File: config.mk
export PLATFORM = sky130hd
export DESIGN_NAME = jtag_tap_top
export DESIGN_NICKNAME = d
export VERILOG_FILES = /design/src/hw/jtag_pkg.sv /design/src/hw/tck_edge_detect.sv /design/src/hw/tap_controller.sv /design/src/hw/instruction_register.sv /design/src/hw/data_registers.sv /design/src/hw/jtag_tap_top.sv
export SDC_FILE = /design/constraint.sdc
export NUM_CORES = 1
export LEC_CHECK = 0
export BUFFER_PORTS_ARGS = -buffer_cell sky130_fd_sc_hd__buf_4
export CORE_MARGIN = 2
export CORE_UTILIZATION = 25
export DETAILED_ROUTE_END_ITERATION = 12
export GPL_TIMING_DRIVEN = 0
export SLEW_MARGIN = 40
export SYNTH_ARGS = -nofsm -noshare
export SYNTH_HDL_FRONTEND = slang
export SYNTH_SLANG_ARGS = --single-unit
File: constraint.sdc
create_clock -name clk -period 5.22 [get_ports clk]
set_input_delay 0 -clock clk [delete_from_list [all_inputs] [get_ports clk]]
set_output_delay 0 -clock clk [all_outputs]
set_load 0.01 [all_outputs]
File: src/hw/jtag_pkg.sv
package jtag_pkg;

    // tap states, test-logic-reset must stay at zero
    typedef enum logic [3:0] {
        TEST_LOGIC_RESET = 4'd0,
        RUN_TEST_IDLE    = 4'd1,
        SELECT_DR_SCAN   = 4'd2,
        CAPTURE_DR       = 4'd3,
        SHIFT_DR         = 4'd4,
        EXIT1_DR         = 4'd5,
        PAUSE_DR         = 4'd6,
        EXIT2_DR         = 4'd7,
        UPDATE_DR        = 4'd8,
        SELECT_IR_SCAN   = 4'd9,
        CAPTURE_IR       = 4'd10,
        SHIFT_IR         = 4'd11,
        EXIT1_IR         = 4'd12,
        PAUSE_IR         = 4'd13,
        EXIT2_IR         = 4'd14,
        UPDATE_IR        = 4'd15
    } tap_state_e;

    typedef logic [31:0] ir_word_t;
    typedef logic [31:0] dr_word_t;

    // instruction codes
    localparam ir_word_t IDCODE_INSTR = 32'h0000_0001;
    localparam ir_word_t BYPASS_INSTR = 32'hFFFF_FFFF;
    localparam ir_word_t USER_INSTR   = 32'h0A0B_0C0D;

    // synchronized pin view, one clk cycle per strobe
    typedef struct packed {
        logic tck_rise;
        logic tck_fall;
        logic tms;
        logic tdi;
    } jtag_pins_t;

    // action strobes are already qualified by tck_rise
    typedef struct packed {
        logic test_logic_reset;
        logic capture_ir;
        logic shift_ir;
        logic update_ir;
        logic capture_dr;
        logic shift_dr;
        logic update_dr;
        logic shifting_ir;
        logic shifting_dr;
    } tap_ctrl_t;

    // one-hot data register select
    typedef struct packed {
        logic sel_idcode;
        logic sel_bypass;
        logic sel_user;
    } dr_select_t;

endpackage

File: src/hw/tck_edge_detect.sv
`timescale 1ns/1ps

module tck_edge_detect
    import jtag_pkg::*;
(
    input  logic       clk,
    input  logic       rst_n,
    input  logic       jtag_clk,
    input  logic       jtag_tms,
    input  logic       jtag_tdi,
    output jtag_pins_t pins
);

    // two-flop synchronizers, index 1 is the stable stage
    logic [1:0] tck_sync;
    logic [1:0] tms_sync;
    logic [1:0] tdi_sync;
    logic       tck_hist;

    always_ff @(posedge clk)
    begin
        if (!rst_n)
        begin
            tck_sync <= '0;
            tms_sync <= '0;
            tdi_sync <= '0;
            tck_hist <= 1'b0;
            pins     <= '0;
        end
        else
        begin
            tck_sync <= {tck_sync[0], jtag_clk};
            tms_sync <= {tms_sync[0], jtag_tms};
            tdi_sync <= {tdi_sync[0], jtag_tdi};
            tck_hist <= tck_sync[1];

            // strobes and pin samples leave at the same depth
            pins.tck_rise <= tck_sync[1] & ~tck_hist;
            pins.tck_fall <= ~tck_sync[1] & tck_hist;
            pins.tms      <= tms_sync[1];
            pins.tdi      <= tdi_sync[1];
        end
    end

endmodule

File: src/hw/tap_controller.sv
`timescale 1ns/1ps

module tap_controller
    import jtag_pkg::*;
(
    input  logic       clk,
    input  logic       rst_n,
    input  jtag_pins_t pins,
    output tap_ctrl_t  ctrl
);

    tap_state_e state;
    tap_state_e next_state;

    // standard 1149.1 transitions
    always_comb
    begin
        next_state = state;
        case (state)
            TEST_LOGIC_RESET:
                next_state = pins.tms ? TEST_LOGIC_RESET : RUN_TEST_IDLE;
            RUN_TEST_IDLE:
                next_state = pins.tms ? SELECT_DR_SCAN : RUN_TEST_IDLE;
            SELECT_DR_SCAN:
                next_state = pins.tms ? SELECT_IR_SCAN : CAPTURE_DR;
            CAPTURE_DR:
                next_state = pins.tms ? EXIT1_DR : SHIFT_DR;
            SHIFT_DR:
                next_state = pins.tms ? EXIT1_DR : SHIFT_DR;
            EXIT1_DR:
                next_state = pins.tms ? UPDATE_DR : PAUSE_DR;
            PAUSE_DR:
                next_state = pins.tms ? EXIT2_DR : PAUSE_DR;
            EXIT2_DR:
                next_state = pins.tms ? UPDATE_DR : SHIFT_DR;
            UPDATE_DR:
                next_state = pins.tms ? SELECT_DR_SCAN : RUN_TEST_IDLE;
            SELECT_IR_SCAN:
                next_state = pins.tms ? TEST_LOGIC_RESET : CAPTURE_IR;
            CAPTURE_IR:
                next_state = pins.tms ? EXIT1_IR : SHIFT_IR;
            SHIFT_IR:
                next_state = pins.tms ? EXIT1_IR : SHIFT_IR;
            EXIT1_IR:
                next_state = pins.tms ? UPDATE_IR : PAUSE_IR;
            PAUSE_IR:
                next_state = pins.tms ? EXIT2_IR : PAUSE_IR;
            EXIT2_IR:
                next_state = pins.tms ? UPDATE_IR : SHIFT_IR;
            UPDATE_IR:
                next_state = pins.tms ? SELECT_DR_SCAN : RUN_TEST_IDLE;
            default:
                next_state = TEST_LOGIC_RESET;
        endcase
    end

    // advance only on a tck rise
    always_ff @(posedge clk)
    begin
        if (!rst_n)
        begin
            state <= TEST_LOGIC_RESET;
        end
        else if (pins.tck_rise)
        begin
            state <= next_state;
        end
    end

    // actions fire with the transition out of the state
    always_comb
    begin
        ctrl.test_logic_reset = pins.tck_rise && (state == TEST_LOGIC_RESET);
        ctrl.capture_ir       = pins.tck_rise && (state == CAPTURE_IR);
        ctrl.shift_ir         = pins.tck_rise && (state == SHIFT_IR);
        ctrl.update_ir        = pins.tck_rise && (state == UPDATE_IR);
        ctrl.capture_dr       = pins.tck_rise && (state == CAPTURE_DR);
        ctrl.shift_dr         = pins.tck_rise && (state == SHIFT_DR);
        ctrl.update_dr        = pins.tck_rise && (state == UPDATE_DR);

        // levels for the falling-edge tdo mux
        ctrl.shifting_ir      = (state == SHIFT_IR);
        ctrl.shifting_dr      = (state == SHIFT_DR);
    end

endmodule

File: src/hw/instruction_register.sv
`timescale 1ns/1ps

module instruction_register
    import jtag_pkg::*;
(
    input  logic       clk,
    input  logic       rst_n,
    input  jtag_pins_t pins,
    input  tap_ctrl_t  ctrl,
    output dr_select_t dr_sel,
    output logic       ir_tdo
);

    ir_word_t ir_shift;
    ir_word_t ir_update;

    // shift stage with tdi entering at the msb
    always_ff @(posedge clk)
    begin
        if (ctrl.capture_ir)
        begin
            // current instruction goes out as the captured value
            ir_shift <= ir_update;
        end
        else if (ctrl.shift_ir)
        begin
            ir_shift <= {pins.tdi, ir_shift[31:1]};
        end
    end

    // update stage holds the active instruction
    always_ff @(posedge clk)
    begin
        if (!rst_n)
        begin
            ir_update <= IDCODE_INSTR;
        end
        else if (ctrl.test_logic_reset)
        begin
            ir_update <= IDCODE_INSTR;
        end
        else if (ctrl.update_ir)
        begin
            ir_update <= ir_shift;
        end
    end

    assign ir_tdo = ir_shift[0];

    // anything not recognized falls back to bypass
    always_comb
    begin
        dr_sel = '0;
        case (ir_update)
            IDCODE_INSTR:
                dr_sel.sel_idcode = 1'b1;
            USER_INSTR:
                dr_sel.sel_user = 1'b1;
            default:
                dr_sel.sel_bypass = 1'b1;
        endcase
    end

endmodule

File: src/hw/data_registers.sv
`timescale 1ns/1ps

module data_registers
    import jtag_pkg::*;
#(
    parameter dr_word_t IDCODE_VALUE     = 32'h1234_5678,
    parameter dr_word_t USER_RESET_VALUE = 32'h0A0B_0C0D
)
(
    input  logic       clk,
    input  logic       rst_n,
    input  jtag_pins_t pins,
    input  tap_ctrl_t  ctrl,
    input  dr_select_t dr_sel,
    input  logic       ir_tdo,
    output logic       jtag_tdo
);

    // shared 32-bit shift path for idcode and user
    dr_word_t dr_shift;
    logic     bypass_bit;
    dr_word_t user_reg;
    logic     dr_lsb;
    logic     tdo_next;

    always_ff @(posedge clk)
    begin
        if (ctrl.capture_dr)
        begin
            if (dr_sel.sel_idcode)
            begin
                dr_shift <= IDCODE_VALUE;
            end
            else if (dr_sel.sel_user)
            begin
                dr_shift <= user_reg;
            end
        end
        else if (ctrl.shift_dr && !dr_sel.sel_bypass)
        begin
            dr_shift <= {pins.tdi, dr_shift[31:1]};
        end
    end

    // single bypass stage that captures zero
    always_ff @(posedge clk)
    begin
        if (ctrl.capture_dr)
        begin
            bypass_bit <= 1'b0;
        end
        else if (ctrl.shift_dr && dr_sel.sel_bypass)
        begin
            bypass_bit <= pins.tdi;
        end
    end

    // user register only changes on update with user selected
    always_ff @(posedge clk)
    begin
        if (!rst_n)
        begin
            user_reg <= USER_RESET_VALUE;
        end
        else if (ctrl.update_dr && dr_sel.sel_user)
        begin
            user_reg <= dr_shift;
        end
    end

    // lsb of the selected path
    always_comb
    begin
        if (dr_sel.sel_bypass)
        begin
            dr_lsb = bypass_bit;
        end
        else
        begin
            dr_lsb = dr_shift[0];
        end
    end

    always_comb
    begin
        if (ctrl.shifting_ir)
        begin
            tdo_next = ir_tdo;
        end
        else if (ctrl.shifting_dr)
        begin
            tdo_next = dr_lsb;
        end
        else
        begin
            tdo_next = 1'b0;
        end
    end

    // tdo changes on the falling tck edge
    always_ff @(posedge clk)
    begin
        if (!rst_n)
        begin
            jtag_tdo <= 1'b0;
        end
        else if (pins.tck_fall)
        begin
            jtag_tdo <= tdo_next;
        end
    end

endmodule

File: src/hw/jtag_tap_top.sv
`timescale 1ns/1ps

module jtag_tap_top
    import jtag_pkg::*;
#(
    parameter dr_word_t IDCODE_VALUE     = 32'h1234_5678,
    parameter dr_word_t USER_RESET_VALUE = 32'h0A0B_0C0D
)
(
    input  logic clk,
    input  logic rst_n,
    input  logic jtag_clk,
    input  logic jtag_tms,
    input  logic jtag_tdi,
    output logic jtag_tdo
);

    jtag_pins_t pins;
    tap_ctrl_t  ctrl;
    dr_select_t dr_sel;
    logic       ir_tdo;

    // pin synchronizer and tck strobes
    tck_edge_detect edge_i (
        .clk      (clk),
        .rst_n    (rst_n),
        .jtag_clk (jtag_clk),
        .jtag_tms (jtag_tms),
        .jtag_tdi (jtag_tdi),
        .pins     (pins)
    );

    tap_controller tap_i (
        .clk   (clk),
        .rst_n (rst_n),
        .pins  (pins),
        .ctrl  (ctrl)
    );

    instruction_register ir_i (
        .clk    (clk),
        .rst_n  (rst_n),
        .pins   (pins),
        .ctrl   (ctrl),
        .dr_sel (dr_sel),
        .ir_tdo (ir_tdo)
    );

    data_registers #(
        .IDCODE_VALUE     (IDCODE_VALUE),
        .USER_RESET_VALUE (USER_RESET_VALUE)
    ) dr_i (
        .clk      (clk),
        .rst_n    (rst_n),
        .pins     (pins),
        .ctrl     (ctrl),
        .dr_sel   (dr_sel),
        .ir_tdo   (ir_tdo),
        .jtag_tdo (jtag_tdo)
    );

endmodule

* Word level (Yosys, flattened, before mapping)
Cells that the tools add are included.
** Cells by class
- Equal/unequal tests :: 18
- Muxes and demuxes :: 25
- Bitwise gates (word level) :: 5
- Reduce and logical (&&, ||, !) cells :: 19
** Operators by type and width (number)
- two-way mux 32 bit :: 6
- one-hot mux 4 bit (12 select lines) :: 1
- == test 32 x 1 -> 1 bit, second input constant :: 1
- == test 32 x 28 -> 1 bit, second input constant :: 1
- == test 4 bit, second input constant :: 8
- == test 4 x 3 -> 1 bit, second input constant :: 4
- two-way mux 4 bit :: 4
- logical AND 1 bit :: 10
- two-way mux 1 bit :: 9
- == test 4 x 2 -> 1 bit, second input constant :: 2
- OR reduction 2 bit :: 4
- two-way mux 2 bit :: 3
- two-way mux 3 bit :: 2
- == test 4 x 1 -> 1 bit, second input constant :: 1
- logical NOT 4 bit :: 1
- nonzero test 2 bit :: 2
- != test 3 x 1 -> 1 bit, second input constant :: 1
- inverter 1 bit :: 3
- OR reduction 3 bit :: 1
- bitwise AND 1 bit :: 2
- AND reduction 2 bit :: 1
** Word-level totals
- Flip-flop bits (word level) :: 145
- Input port bits :: 5
- Output and inout port bits :: 1
- Word-level logic and storage cells :: 82

* Logic depth before layout (Yosys ltp)
Gate-level depths: netlist of the first run.
- Depth in word-level cells :: 5
- Mapped depth :: 8
- Gate-level depth less buffers :: 5

* By module
From an unflattened synthesis of the first run, not the netlist that was laid out.
** Second synthesis, totals
- Cells, all modules :: 562
- Area, all modules :: 6197.2 um2
** By module, submodules not included
- data_registers :: instances 1, cells an instance 289, area an instance 2797.7 um2, seq. area each 1641.6 um2
- instruction_register :: instances 1, cells an instance 192, area an instance 2578.7 um2, seq. area each 1601.5 um2
- tap_controller :: instances 1, cells an instance 58, area an instance 506.7 um2, seq. area each 80.1 um2
- tck_edge_detect :: instances 1, cells an instance 23, area an instance 314.1 um2, seq. area each 220.2 um2

* Worst setup path before layout of the first run
Ideal clock, no wire load.
- Path kind :: reg-to-reg
- Start point :: reg ir_i.ir_update[27]
- End point :: reg dr_i.dr_shift[0] (enable)
- Library setup time :: 470 ps
- Arrival :: 3700 ps
- Required time :: 4750 ps
- Slack :: 1050 ps
- Cell stages (with the launch flop) :: 5
- Path buffers :: 0
- Clock period less this slack :: 4170 ps
- Cells stage by stage :: dfxtp_1 > nand4_1 > or4_4 > a211o_1 > a211oi_1
** On the way
- Longest elaborated chain between the ends :: 5
- Elaborated cells between the ends (all ways) :: 9
- Classes of those cells :: eq/ne: 3; mux: 2; reduce/logical: 4
** RTL lines
- from (decl) :: line instruction_register.sv:15 : ir_word_t ir_update;
- from (signal assigned) :: line instruction_register.sv:44 : ir_update <= ir_shift;
- == test 32 x 1 -> 1 bit or == test 32 x 28 -> 1 bit (tied branches) :: line instruction_register.sv:54 : case (ir_update)
- OR reduction 2 bit (no line)
- logical AND 1 bit :: line data_registers.sv:39 : else if (ctrl.shift_dr && !dr_sel.sel_bypass)
- nonzero test 2 bit (no line)
- AND reduction 2 bit (no line) *
- to (signal assigned) :: line data_registers.sv:36 : dr_shift <= user_reg;
- to (signal assigned) :: line data_registers.sv:41 : dr_shift <= {pins.tdi, dr_shift[31:1]};
- to (decl) :: line data_registers.sv:20 : dr_word_t dr_shift;
Mark *: on every way between the ends. The rest lies on a longest branch, timed or not.
A chain may end at the register's enable or synchronous reset.

* Worst setup path in the final report of the first run
- Start point :: reg ir_i.ir_update[23]
- End point :: reg dr_i.dr_shift[6] (enable)
Same word-level chain as after synthesis.

==> results of run 1 <==
[routing by layer]
metal | wire length, um | vias to the layer above | global-route usage [%]
met4 | 68 | 0 | 3.07
met5 | 0 | - | 0
li1 | - | 2124 | -
met3 | 328 | 9 | 2.71
met1 | 6330 | 2064 | 14.8
met2 | 5960 | 59 | 16.8
[Yosys cell counts (3+ instances only)]
library cell / count
and2_1: 9
or2_2: 3
o21ai_0: 37
edfxtp_1: 64
nand2b_1: 5
clkbuf_1: 32
nor3_1: 6
nand2_1: 202
dfxtp_1: 81
nand3_1: 16
nor4_1: 5
buf_6: 3
nor2_1: 5
mux2_2: 32
a21boi_1: 20
nor4b_1: 3
a21oi_1: 37
nor2b_1: 7
buf_2: 4
[per-stage QoR]
| step | utilization (%) | power [mW] | hold slack [ns] |
|---|---|---|---|
| detailed placement | 27.6 | 1.23 | 0.211 |
| floorplan | - | 1.22 | 0.127 |
| global route | 30.5 | 2.56 | 0.353 |
| global placement | 27.3 | 1.23 | 0.207 |
| CTS | 30.5 | 2.51 | 0.320 |
| finish | 30.5 | 2.49 | 0.337 |
[power groups by stage]
stage	Clock, mW	Sequential [mW]	Combinational (mW)
3_3_place_gp	0	1.20	0.0259
2_1_floorplan	0	1.20	0.0166
6_report	1.28	1.18	0.0285
4_1_cts	1.30	1.18	0.0289
3_5_place_dp	0	1.20	0.0263
5_1_grt	1.35	1.18	0.0315
[critical path: cells and delay by family (launching register included)]
family,cells,cell delay [ns]
compound gates,2,1.00
simple gates,2,0.69
buf+inv,2,0.40
flops,1,0.33
[worst paths after layout]
path	end	startpoint	cells past startpoint
setup / recovery	dr_i.dr_shift[6]	ir_i.ir_update[23]	6
hold / removal	edge_i.tck_sync[0]	jtag_clk	3
setup reg to reg	dr_i.dr_shift[6]	ir_i.ir_update[23]	6
hold reg to reg	edge_i.pins[3]	edge_i.tck_hist	1
[final cells by class]
cell class | count | area share (%)
Sequential cell | 145 | 49.8
Multi-Input combinational cell | 413 | 31.1
Clock buffer | 18 | 6.33
Tap cell | 319 | 5.61
Buffer | 41 | 2.60
Clock inverter | 14 | 2.45
Timing Repair Buffer | 13 | 1.95
Inverter | 2 | 0.106
[what timing repair did]
action,CTS,global route
hold buffers,4,0
endpoints found under the hold margin,5,0
endpoints found under the setup margin,0,0
[kinds of logic after synthesis]
group | Yosys count | share of synthesized area, %
AND/OR/NAND/NOR | 272 | 19.9
buffers and inverters | 43 | 3.25
multiplexers | 34 | 6.42
AO/OA/AOI/OAI | 106 | 10.4
flip-flops | 145 | 59.8
XOR/XNOR | 1 | 0.148
==> results.md, run 1 <==
* Commonest non-fill, non-tap cell in the layout: nand2_1
* Most frequent cells in the layout: 202 x nand2_1, 81 x dfxtp_1, 64 x edfxtp_1
* Floorplan row count at 56
* Placed Cells at approximately 930
* Final Wtd Congestion at 0.728
* Fill count at ~2400
* Avg Cell Area, Syn at ~9.9 um2
* Cts bufs inserted at 17
* Via count at approximately 4300
* # IOs at 6
* Crit path required time at 5.34 ns
* Post-cts sizing count at 0
* Post-route minimum period at approximately 2.7 ns
* Distinct cells, synth at about 40
* Worst setup margin at 2.51 ns
* # setup viols final at 0
* Final ANT Viol Nets at 0
* Routed WL at between 10 and 15 mm
* Sequential Area at ~3500 um2
* Max Cap Viol at 0
* DP HPWL at 8.31 mm
* DR WL/cell at approximately 13 um
* CP Class: reg2reg
* Period utilisation layout at roughly half
* First-pass detailed-route iteration total at 5
* Most frequent CP cell: buf_6
* Number of synthesized flops with an enable pin at 64
* Slew @ Worst Pin at 0.694 ns
* Skew-Pair Late Insertion Delay at about 0.42 ns
* Design Area, Final at roughly 7100 um2
* Max IR drop VDD at about 210 uV
* Clock root buffer: clkbuf_16
* Hold Crit Class: in2reg
* R2R setup slack at around 2.5 ns
* CORE AREA at 23300 um2
* CP max stage delay at around 0.58 ns
* Cells after Synth at about 600
* Number of clock sinks at roughly 150
* Register bit total from synthesis at around 150
* Gr usage total at around 11%
* Status: finished, final reports clean
* Cell Pwr Density at between 300 and 400 nW/um2
* Initial antenna violation count at 0
* I/O Buffers at 5
* FMAX at 369 MHz
* DR DRC count at 0
* Iteration-0 DRC count of the detailed router at roughly 290
* CTS tree: built
* Yosys top cell by area: edfxtp_1
* Area grow syn2layout at 20.1%
* Post-Synthesis Net Count at between 600 and 700
* Crit Path Max Fanout at 10
* Main area contributors after synthesis: edfxtp_1 32%, dfxtp_1 27%, nand2_1 13%
* Seq/Total Area, Yosys at 59.8%
* Clk network pwr share at between 50 and 60%
* Sw Pwr at ~510 uW
* RSZ-0062 raised after global routing: false
* Clock Path Buffers at 2
* Arrival time at the worst endpoint at roughly 2.8 ns
* Sw Share at 20.5%
* Slowest library cell on the worst path: a211oi_4
* Mapped Area at between 5000 and 6000 um2
* First-pass GRT wire length at approximately 21 mm
* Die Y at approximately 160 um
* Die X at between 150 and 200 um
* Internal power at ~2.0 mW
* Vias in the first global route at approximately 4200
* Pre-CTS WS at ~2.5 ns
* DP Area at roughly 6400 um2
* Sequential Power Share at between 40% and 50%
* Ys flop type: dfxtp_1
* Pleak at about 2.4 nW
* Final hold vios at 0
* # H-tree levels at 4
* Starting Density at about 25%
* CP Launch Type: flip-flop
* Nets at 638
* Setup TNS Final at 0 ns
* Die area at 24900 um2
* Crit-path cells: nor4_1, nand4_1, a211o_1, a211oi_4, buf_6, buf_6
* Layout cells sized above 1 at between 10% and 20%
* Skew final at 0.0120 ns
* Headroom to the max-slew limit at between 50% and 60%
* Layout Cells excl Fill at 965
* GR Overflow Total at 0
* Fin. max-slew vios at 0
* Post-synth ARST share at 0%
* Clock transition at path regs at approximately 0.06 ns
* Largest net degree at the start of global routing at 18
* CP endpoint kind: flip-flop
* Drt via density at ~4.4
* Combinational power share at under 10%
* Diodes inserted at 0
* Synth top area share at approximately 32%
* Warnings from Yosys at 0
* Multi-input logic area at around 2200 um2
* Post-CTS Setup Inserts at 0
No activity file was read; power rests on OpenSTA's default activity.
==> inputs of run 2 (changes only) <==
- clock period: 5.22 -> 2.3 ns (I/O delays scaled with it)
==> run 2 against run 1 <==
Net effect:
- clock skew up 0.0089 ns
- power up 130%
- highest routed layer unchanged
- critical path depth up 3
- sequential share of layout area down 1.2 points
- critical path type unchanged
- final cell count up 0.83%
- setup slack worse by 2.4 ns
- count of clock-buffer cells in the layout up 6
- die area unchanged
- largest cell class unchanged
- combinational power up 130%
- register-to-register slack worse by 2.4 ns
- maximum frequency up 22%
==> results.md, run 2 (synthesis results as in run 1) <==
* Final hold vios at 0
* Clock root buffer: clkbuf_16
* Slew @ Worst Pin at 0.590 ns
* Cts bufs inserted at 17
* Drt via density at 4.44
* Die area at about 25000 um2
* Nets at 646
* Routed WL at ~13 mm
* Most frequent CP cell: buf_6
* DR WL/cell at around 13 um
* Worst hold slack at between 0.3 and 0.4 ns
* Pwr Total at slightly below 6 mW
* Cell Pwr Density at 798 nW/um2
* Hold Crit Class: in2reg
* CTS tree: built
* Area grow syn2layout at 23.4%
* Worst Reg-to-Reg Cells at 9
* FMAX at between 400 and 500 MHz
* CP Class: reg2reg
* Initial antenna violation count at 0
* Iteration-0 DRC count of the detailed router at between 300 and 400
* DP HPWL at approximately 8 mm
* Fill count at between 2000 and 2500
* Max Cap Viol at 0
* First-pass detailed-route iteration total at 5
* Diodes inserted at 0
* Post-route minimum period at approximately 2.2 ns
* Floorplan row count at 56
* Die X at ~160 um
* Skew final at 0.0209 ns
* Vias in the first global route at roughly 4200
* Gr usage total at between 10% and 20%
* Number of clock sinks at 145
* Hold Crit Depth at 3
* # H-tree levels at 4
* Clock Path Buffers at 2
* Layout cells sized above 1 at about 18%
* Arrival time at the worst endpoint at ~2.5 ns
* Headroom to the max-slew limit at roughly 60%
* # IOs at 6
* Crit Path Max Fanout at 10
* CP Launch Type: flip-flop
* Starting Density at between 20% and 30%
* DR DRC count at 0
* Max IR drop VDD at about 450 uV
* CP endpoint kind: flip-flop
* Skew-Pair Late Insertion Delay at about 0.42 ns
* Final ANT Viol Nets at 0
* Clock transition at path regs at 0.06 ns
* Fin. max-slew vios at 0
* GR Overflow Total at 0
* Crit-path cells: nor4b_4, nand4_1, buf_6, buf_4, or4_4, buf_6, buf_6, nand2_1, nand3_1
* # setup viols final at 0
* Final Wtd Congestion at around 0.75
* Pleak at 2.54 nW
* Most frequent cells in the layout: 202 x nand2_1, 73 x dfxtp_1, 64 x edfxtp_1
* I/O Buffers at 5
* Die Y at about 160 um
* Crit path required time at between 2 and 3 ns
* Largest net degree at the start of global routing at 19
* CP max stage delay at around 0.53 ns
* CORE AREA at approximately 23000 um2
* First-pass GRT wire length at ~21 mm
* Status: finished, final reports clean
* Via count at around 4300
* Commonest non-fill, non-tap cell in the layout: nand2_1
* Period utilisation layout at 96.6%
* Slowest library cell on the worst path: or4_4
## run 2: timing repair
| action | CTS | global route |
|---|---|---|
| endpoints found under the hold margin | 5 | 0 |
| pin swaps | 2 | 4 |
| hold buffers | 4 | 0 |
| endpoints found under the setup margin | 101 | 94 |
| resized for setup | 4 | 25 |
| buffers inserted | 3 | 6 |
## run 2: worst max-delay path, delay by kind of cell (launching register included)
kind | cells | cell delay, ns
buffers and inverters | 4 | 0.59
and+or+nand+nor | 5 | 1.14
DFF | 1 | 0.35
## run 2: final cells by class
class                           count  area [um2]  area share [%]
Clock inverter                      8         146            2.00
Inverter                            2        7.51           0.103
Timing Repair Buffer               21         208            2.84
Multi-Input combinational cell    413        2270            31.0
Buffer                             41         200            2.74
Clock buffer                       24         524            7.17
Sequential cell                   145        3550            48.6
Tap cell                          319         399            5.46
## run 2: worst paths after layout
check | startpoint | to | slack (ns)
setup / recovery | ir_i.ir_update[30] | dr_i.user_reg[25] | 0.08
hold / removal | jtag_clk | edge_i.tck_sync[0] | 0.33
setup reg to reg | ir_i.ir_update[30] | dr_i.user_reg[25] | 0.08
hold reg to reg | edge_i.tck_hist | edge_i.pins[3] | 0.41
## run 2: routing by layer
layer,part of all wire (%),vias to the layer above,GRT usage [%]
met3,3.5,10,2.98
met1,50,2105,15.0
met5,0,-,0
met4,0.55,0,2.51
li1,-,2136,-
met2,46,67,16.5
## run 2: metrics by stage
stage | area [um2] | TNS (ns) | instances | worst slack (ns) | utilization [%]
after floorplan | 5950 | -6.22 | 601 | -0.194 | -
after global placement | 6380 | -41.77 | 925 | -0.920 | 27.4
after detailed placement | 6450 | -23.61 | 929 | -0.560 | 27.7
after CTS | 7200 | 0 | 967 | 0.00987 | 30.8
after global routing | 7310 | -0.00273 | 973 | -0.00273 | 31.3
final | 7310 | 0 | 973 | 0.0778 | 31.3
## run 2: where the power goes
part	switching, mW	leakage (nW)	internal, mW
Combinational	0.0374	0.983	0.0276
Clock	1.05	0.327	2.03
Sequential	0.00361	1.24	2.67
==> inputs of run 3 (changes only) <==
- ABC_AREA: not set -> 1
- CTS_BUF_LIST: not set -> sky130_fd_sc_hd__clkbuf_8 sky130_fd_sc_hd__clkbuf_16
- GPL_ROUTABILITY_DRIVEN: not set -> 1
==> run 3 against run 2 <==
Net effect:
- routed wire length increased by 5.0%
- sequential share of layout area up 0.40 points
- die area grew 2.6%
- maximum frequency up 5.3%
- critical path type unchanged
- sequential power barely moved
- global-route usage is 0.23 points higher
- area after synthesis rose by 2.7%
- combinational power down 5.7%
- first-iteration DRC count grew 8.2%
==> results.md, run 3 <==
* Status: finished, final reports clean
* # H-tree levels at 4
* # setup viols final at 0
* Sequential Area at 3540 um2
* Clock root buffer: clkbuf_16
* Synth top area share at approximately a third
* DP Area at between 6000 and 7000 um2
* Final hold vios at 0
* Pleak at around 3.0 nW
* Cells after Synth at 691
* Gr usage total at between 10% and 20%
* End-of-flow core utilization at 30.0%
* Worst Path Buf+Inv at 4
* Most frequent CP cell: inv_2
* Initial antenna violation count at 0
* DR WL/cell at between 10 and 15 um
* Yosys top cell by area: edfxtp_1
* Top-count cell post-synth: nand2_1
* Number of clock sinks at 145
* DP HPWL at about 9 mm
* Drt via density at approximately 4.4
* Commonest cells post-synth: 146 x nand2_1, 123 x nor2_1, 81 x dfxtp_1
* Register bit total from synthesis at about 150
* Crit path required time at 2.44 ns
* Area grow syn2layout at 18.8%
* Worst path top cell family by delay: buffers and inverters
* Max Cap Viol at 0
* Multi-input logic area at 2140 um2
* Clk network pwr share at roughly half
* Mapped Area at between 6000 and 7000 um2
* Routed WL at roughly 13 mm
* Largest net degree at the start of global routing at 19
* Main area contributors after synthesis: edfxtp_1 32%, dfxtp_1 27%, nand2_1 9.0%
* Via count at 4614
* Skew-Pair Late Insertion Delay at 0.42 ns
* Commonest non-fill, non-tap cell in the layout: nand2_1
* Skew final at between 0.009 and 0.01 ns
* CTS tree: built
* Nets at slightly above 700
* I/O Buffers at 5
* Layout cells sized above 1 at about an eighth
* Post-synth ARST share at 0%
* First-pass detailed-route iteration total at 4
* GR Overflow Total at 0
* Post-Synthesis Net Count at between 600 and 700
* Clock Path Buffers at 2
* Crit Path Max Fanout at 16
* First-pass GRT wire length at between 20 and 25 mm
* CP endpoint kind: flip-flop
* Diodes inserted at 0
* CP max stage delay at ~0.46 ns
* Post-route minimum period at 2.11 ns
* Arrival time at the worst endpoint at ~2.3 ns
* Crit-path cells: inv_2, nor2_2, inv_2, nor2_2, inv_2, clkbuf_2, nor2_1, a21oi_1
* Combinational power share at roughly 1.1%
* FMAX at 474 MHz
* Slowest library cell on the worst path: dfxtp_1
* Hold Crit Class: in2reg
* Clock transition at path regs at 0.06 ns
* Die Y at about 160 um
* Die X at 160 um
* DR DRC count at 0
* Sw Share at between 20% and 30%
* Design Area, Final at around 7200 um2
* Distinct cells, synth at 29
* Die area at between 20000 and 30000 um2
* Fill count at between 2000 and 3000
* Most frequent cells in the layout: 145 x nand2_1, 123 x nor2_1, 81 x dfxtp_1
* Cts bufs inserted at 17
* Slew @ Worst Pin at 0.684 ns
* Internal power at around 4.3 mW
* Headroom to the max-slew limit at between 50% and 60%
* Number of synthesized flops with an enable pin at 64
* CP Launch Type: flip-flop
* Vias in the first global route at 4430
* Period utilisation layout at roughly nine tenths
* Iteration-0 DRC count of the detailed router at 395
* Ys flop type: dfxtp_1
* Sw Pwr at ~1.1 mW
* CORE AREA at approximately 24000 um2
* Worst hold slack at 0.241 ns
* CP Class: reg2reg
* Max IR drop VDD at between 400 and 500 uV
* Warnings from Yosys at 0
* Fin. max-slew vios at 0
* RSZ-0062 raised after global routing: false
* Avg Cell Area, Syn at ~8.8 um2
* # IOs at 6
* Final Wtd Congestion at ~0.8
* Sequential Power Share at between 40% and 50%
* Starting Density at 25.2%
* Cell Pwr Density at 749 nW/um2
* Final ANT Viol Nets at 0
* Floorplan row count at 57
* Seq/Total Area, Yosys at 58.2%
run 3: changes by cell type after synthesis, moves of 10 or more:
| cell | change |
|---|---|
| a21boi_1 | -20 |
| o21ai_0 | +16 |
| nand3_1 | +21 |
| buf_2 | +10 |
| nor2_1 | +118 |
| a211oi_2 | +16 |
| mux2_2 | -32 |
| inv_1 | +49 |
| clkbuf_1 | -16 |
| nand2_1 | -56 |
run 3: cell families after synthesis:
family / count (synthesis) / synth area share, %
AO/OA/AOI/OAI: 128 / 13.4
buffers and inverters: 97 / 6.95
flip-flops: 145 / 58.2
AND/OR/NAND/NOR: 321 / 21.4
run 3: layer usage:
metal  part of all wire [%]  GRT usage, %  vias to the layer above
li1                       -             -                     2348
met1                     49          14.4                     2160
met2                     44          16.9                       81
met3                    3.6          2.86                       25
met4                    2.9          5.49                        0
met5                      0             0                        -
run 3: worst paths after layout:
kind                                           end                from  slack, ns  depth (start not counted)
worst min register to register  edge_i.tck_sync[1]  edge_i.tck_sync[0]       0.41                          2
worst max register to register   dr_i.dr_shift[12]      edge_i.pins[3]       0.19                          8
worst min-delay path                tap_i.state[3]               rst_n       0.24                          4
worst max-delay path             dr_i.dr_shift[12]      edge_i.pins[3]       0.19                          8
run 3: through the flow:
step / setup TNS (ns) / power, mW / setup WS (ns) / cells
final: 0 / 5.41 / 0.189 / 1059
after global routing: 0 / 5.57 / 0.0184 / 1059
after CTS: 0 / 5.46 / 0.115 / 1059
after detailed placement: -9.82 / 2.79 / -0.229 / 1023
after global placement: -36.01 / 2.79 / -0.612 / 1020
after floorplan: 0 / 2.77 / 0.109 / 691
run 3: cell type report:
| cell class | count | area share (%) |
|---|---|---|
| inverter | 60 | 3.12 |
| multi-input combinational | 449 | 29.6 |
| clock buffer | 22 | 7.31 |
| timing repair buffer | 13 | 1.94 |
| buffer | 36 | 2.74 |
| clock inverter | 10 | 0.710 |
| sequential | 145 | 49.0 |
| tap | 324 | 5.61 |
run 3: timing repair:
action                                  in CTS  in global routing
hold buffers                                 3                  0
endpoints found under the hold margin        3                  0
resized for setup                            0                  7
endpoints found under the setup margin      64                 28
pin swaps                                    2                  0
buffers inserted                             2                  0
gates cloned                                 0                  0
run 3: worst reg2reg max path: stages (launching register included):
cell and delay (ns):
dfxtp_1 0.46, inv_2 0.16, nor2_2 0.14, inv_2 0.07, nor2_2 0.24, inv_2 0.22
clkbuf_2 0.31, nor2_1 0.15, a21oi_1 0.08
run 3: power groups by stage:
stage               Combinational [mW]  Clock, mW  Sequential, mW
finish                          0.0613       2.67            2.68
global route                    0.0684       2.82            2.68
CTS                             0.0624       2.72            2.68
detailed placement              0.0584          0            2.74
global placement                0.0584          0            2.74
floorplan                       0.0367          0            2.73
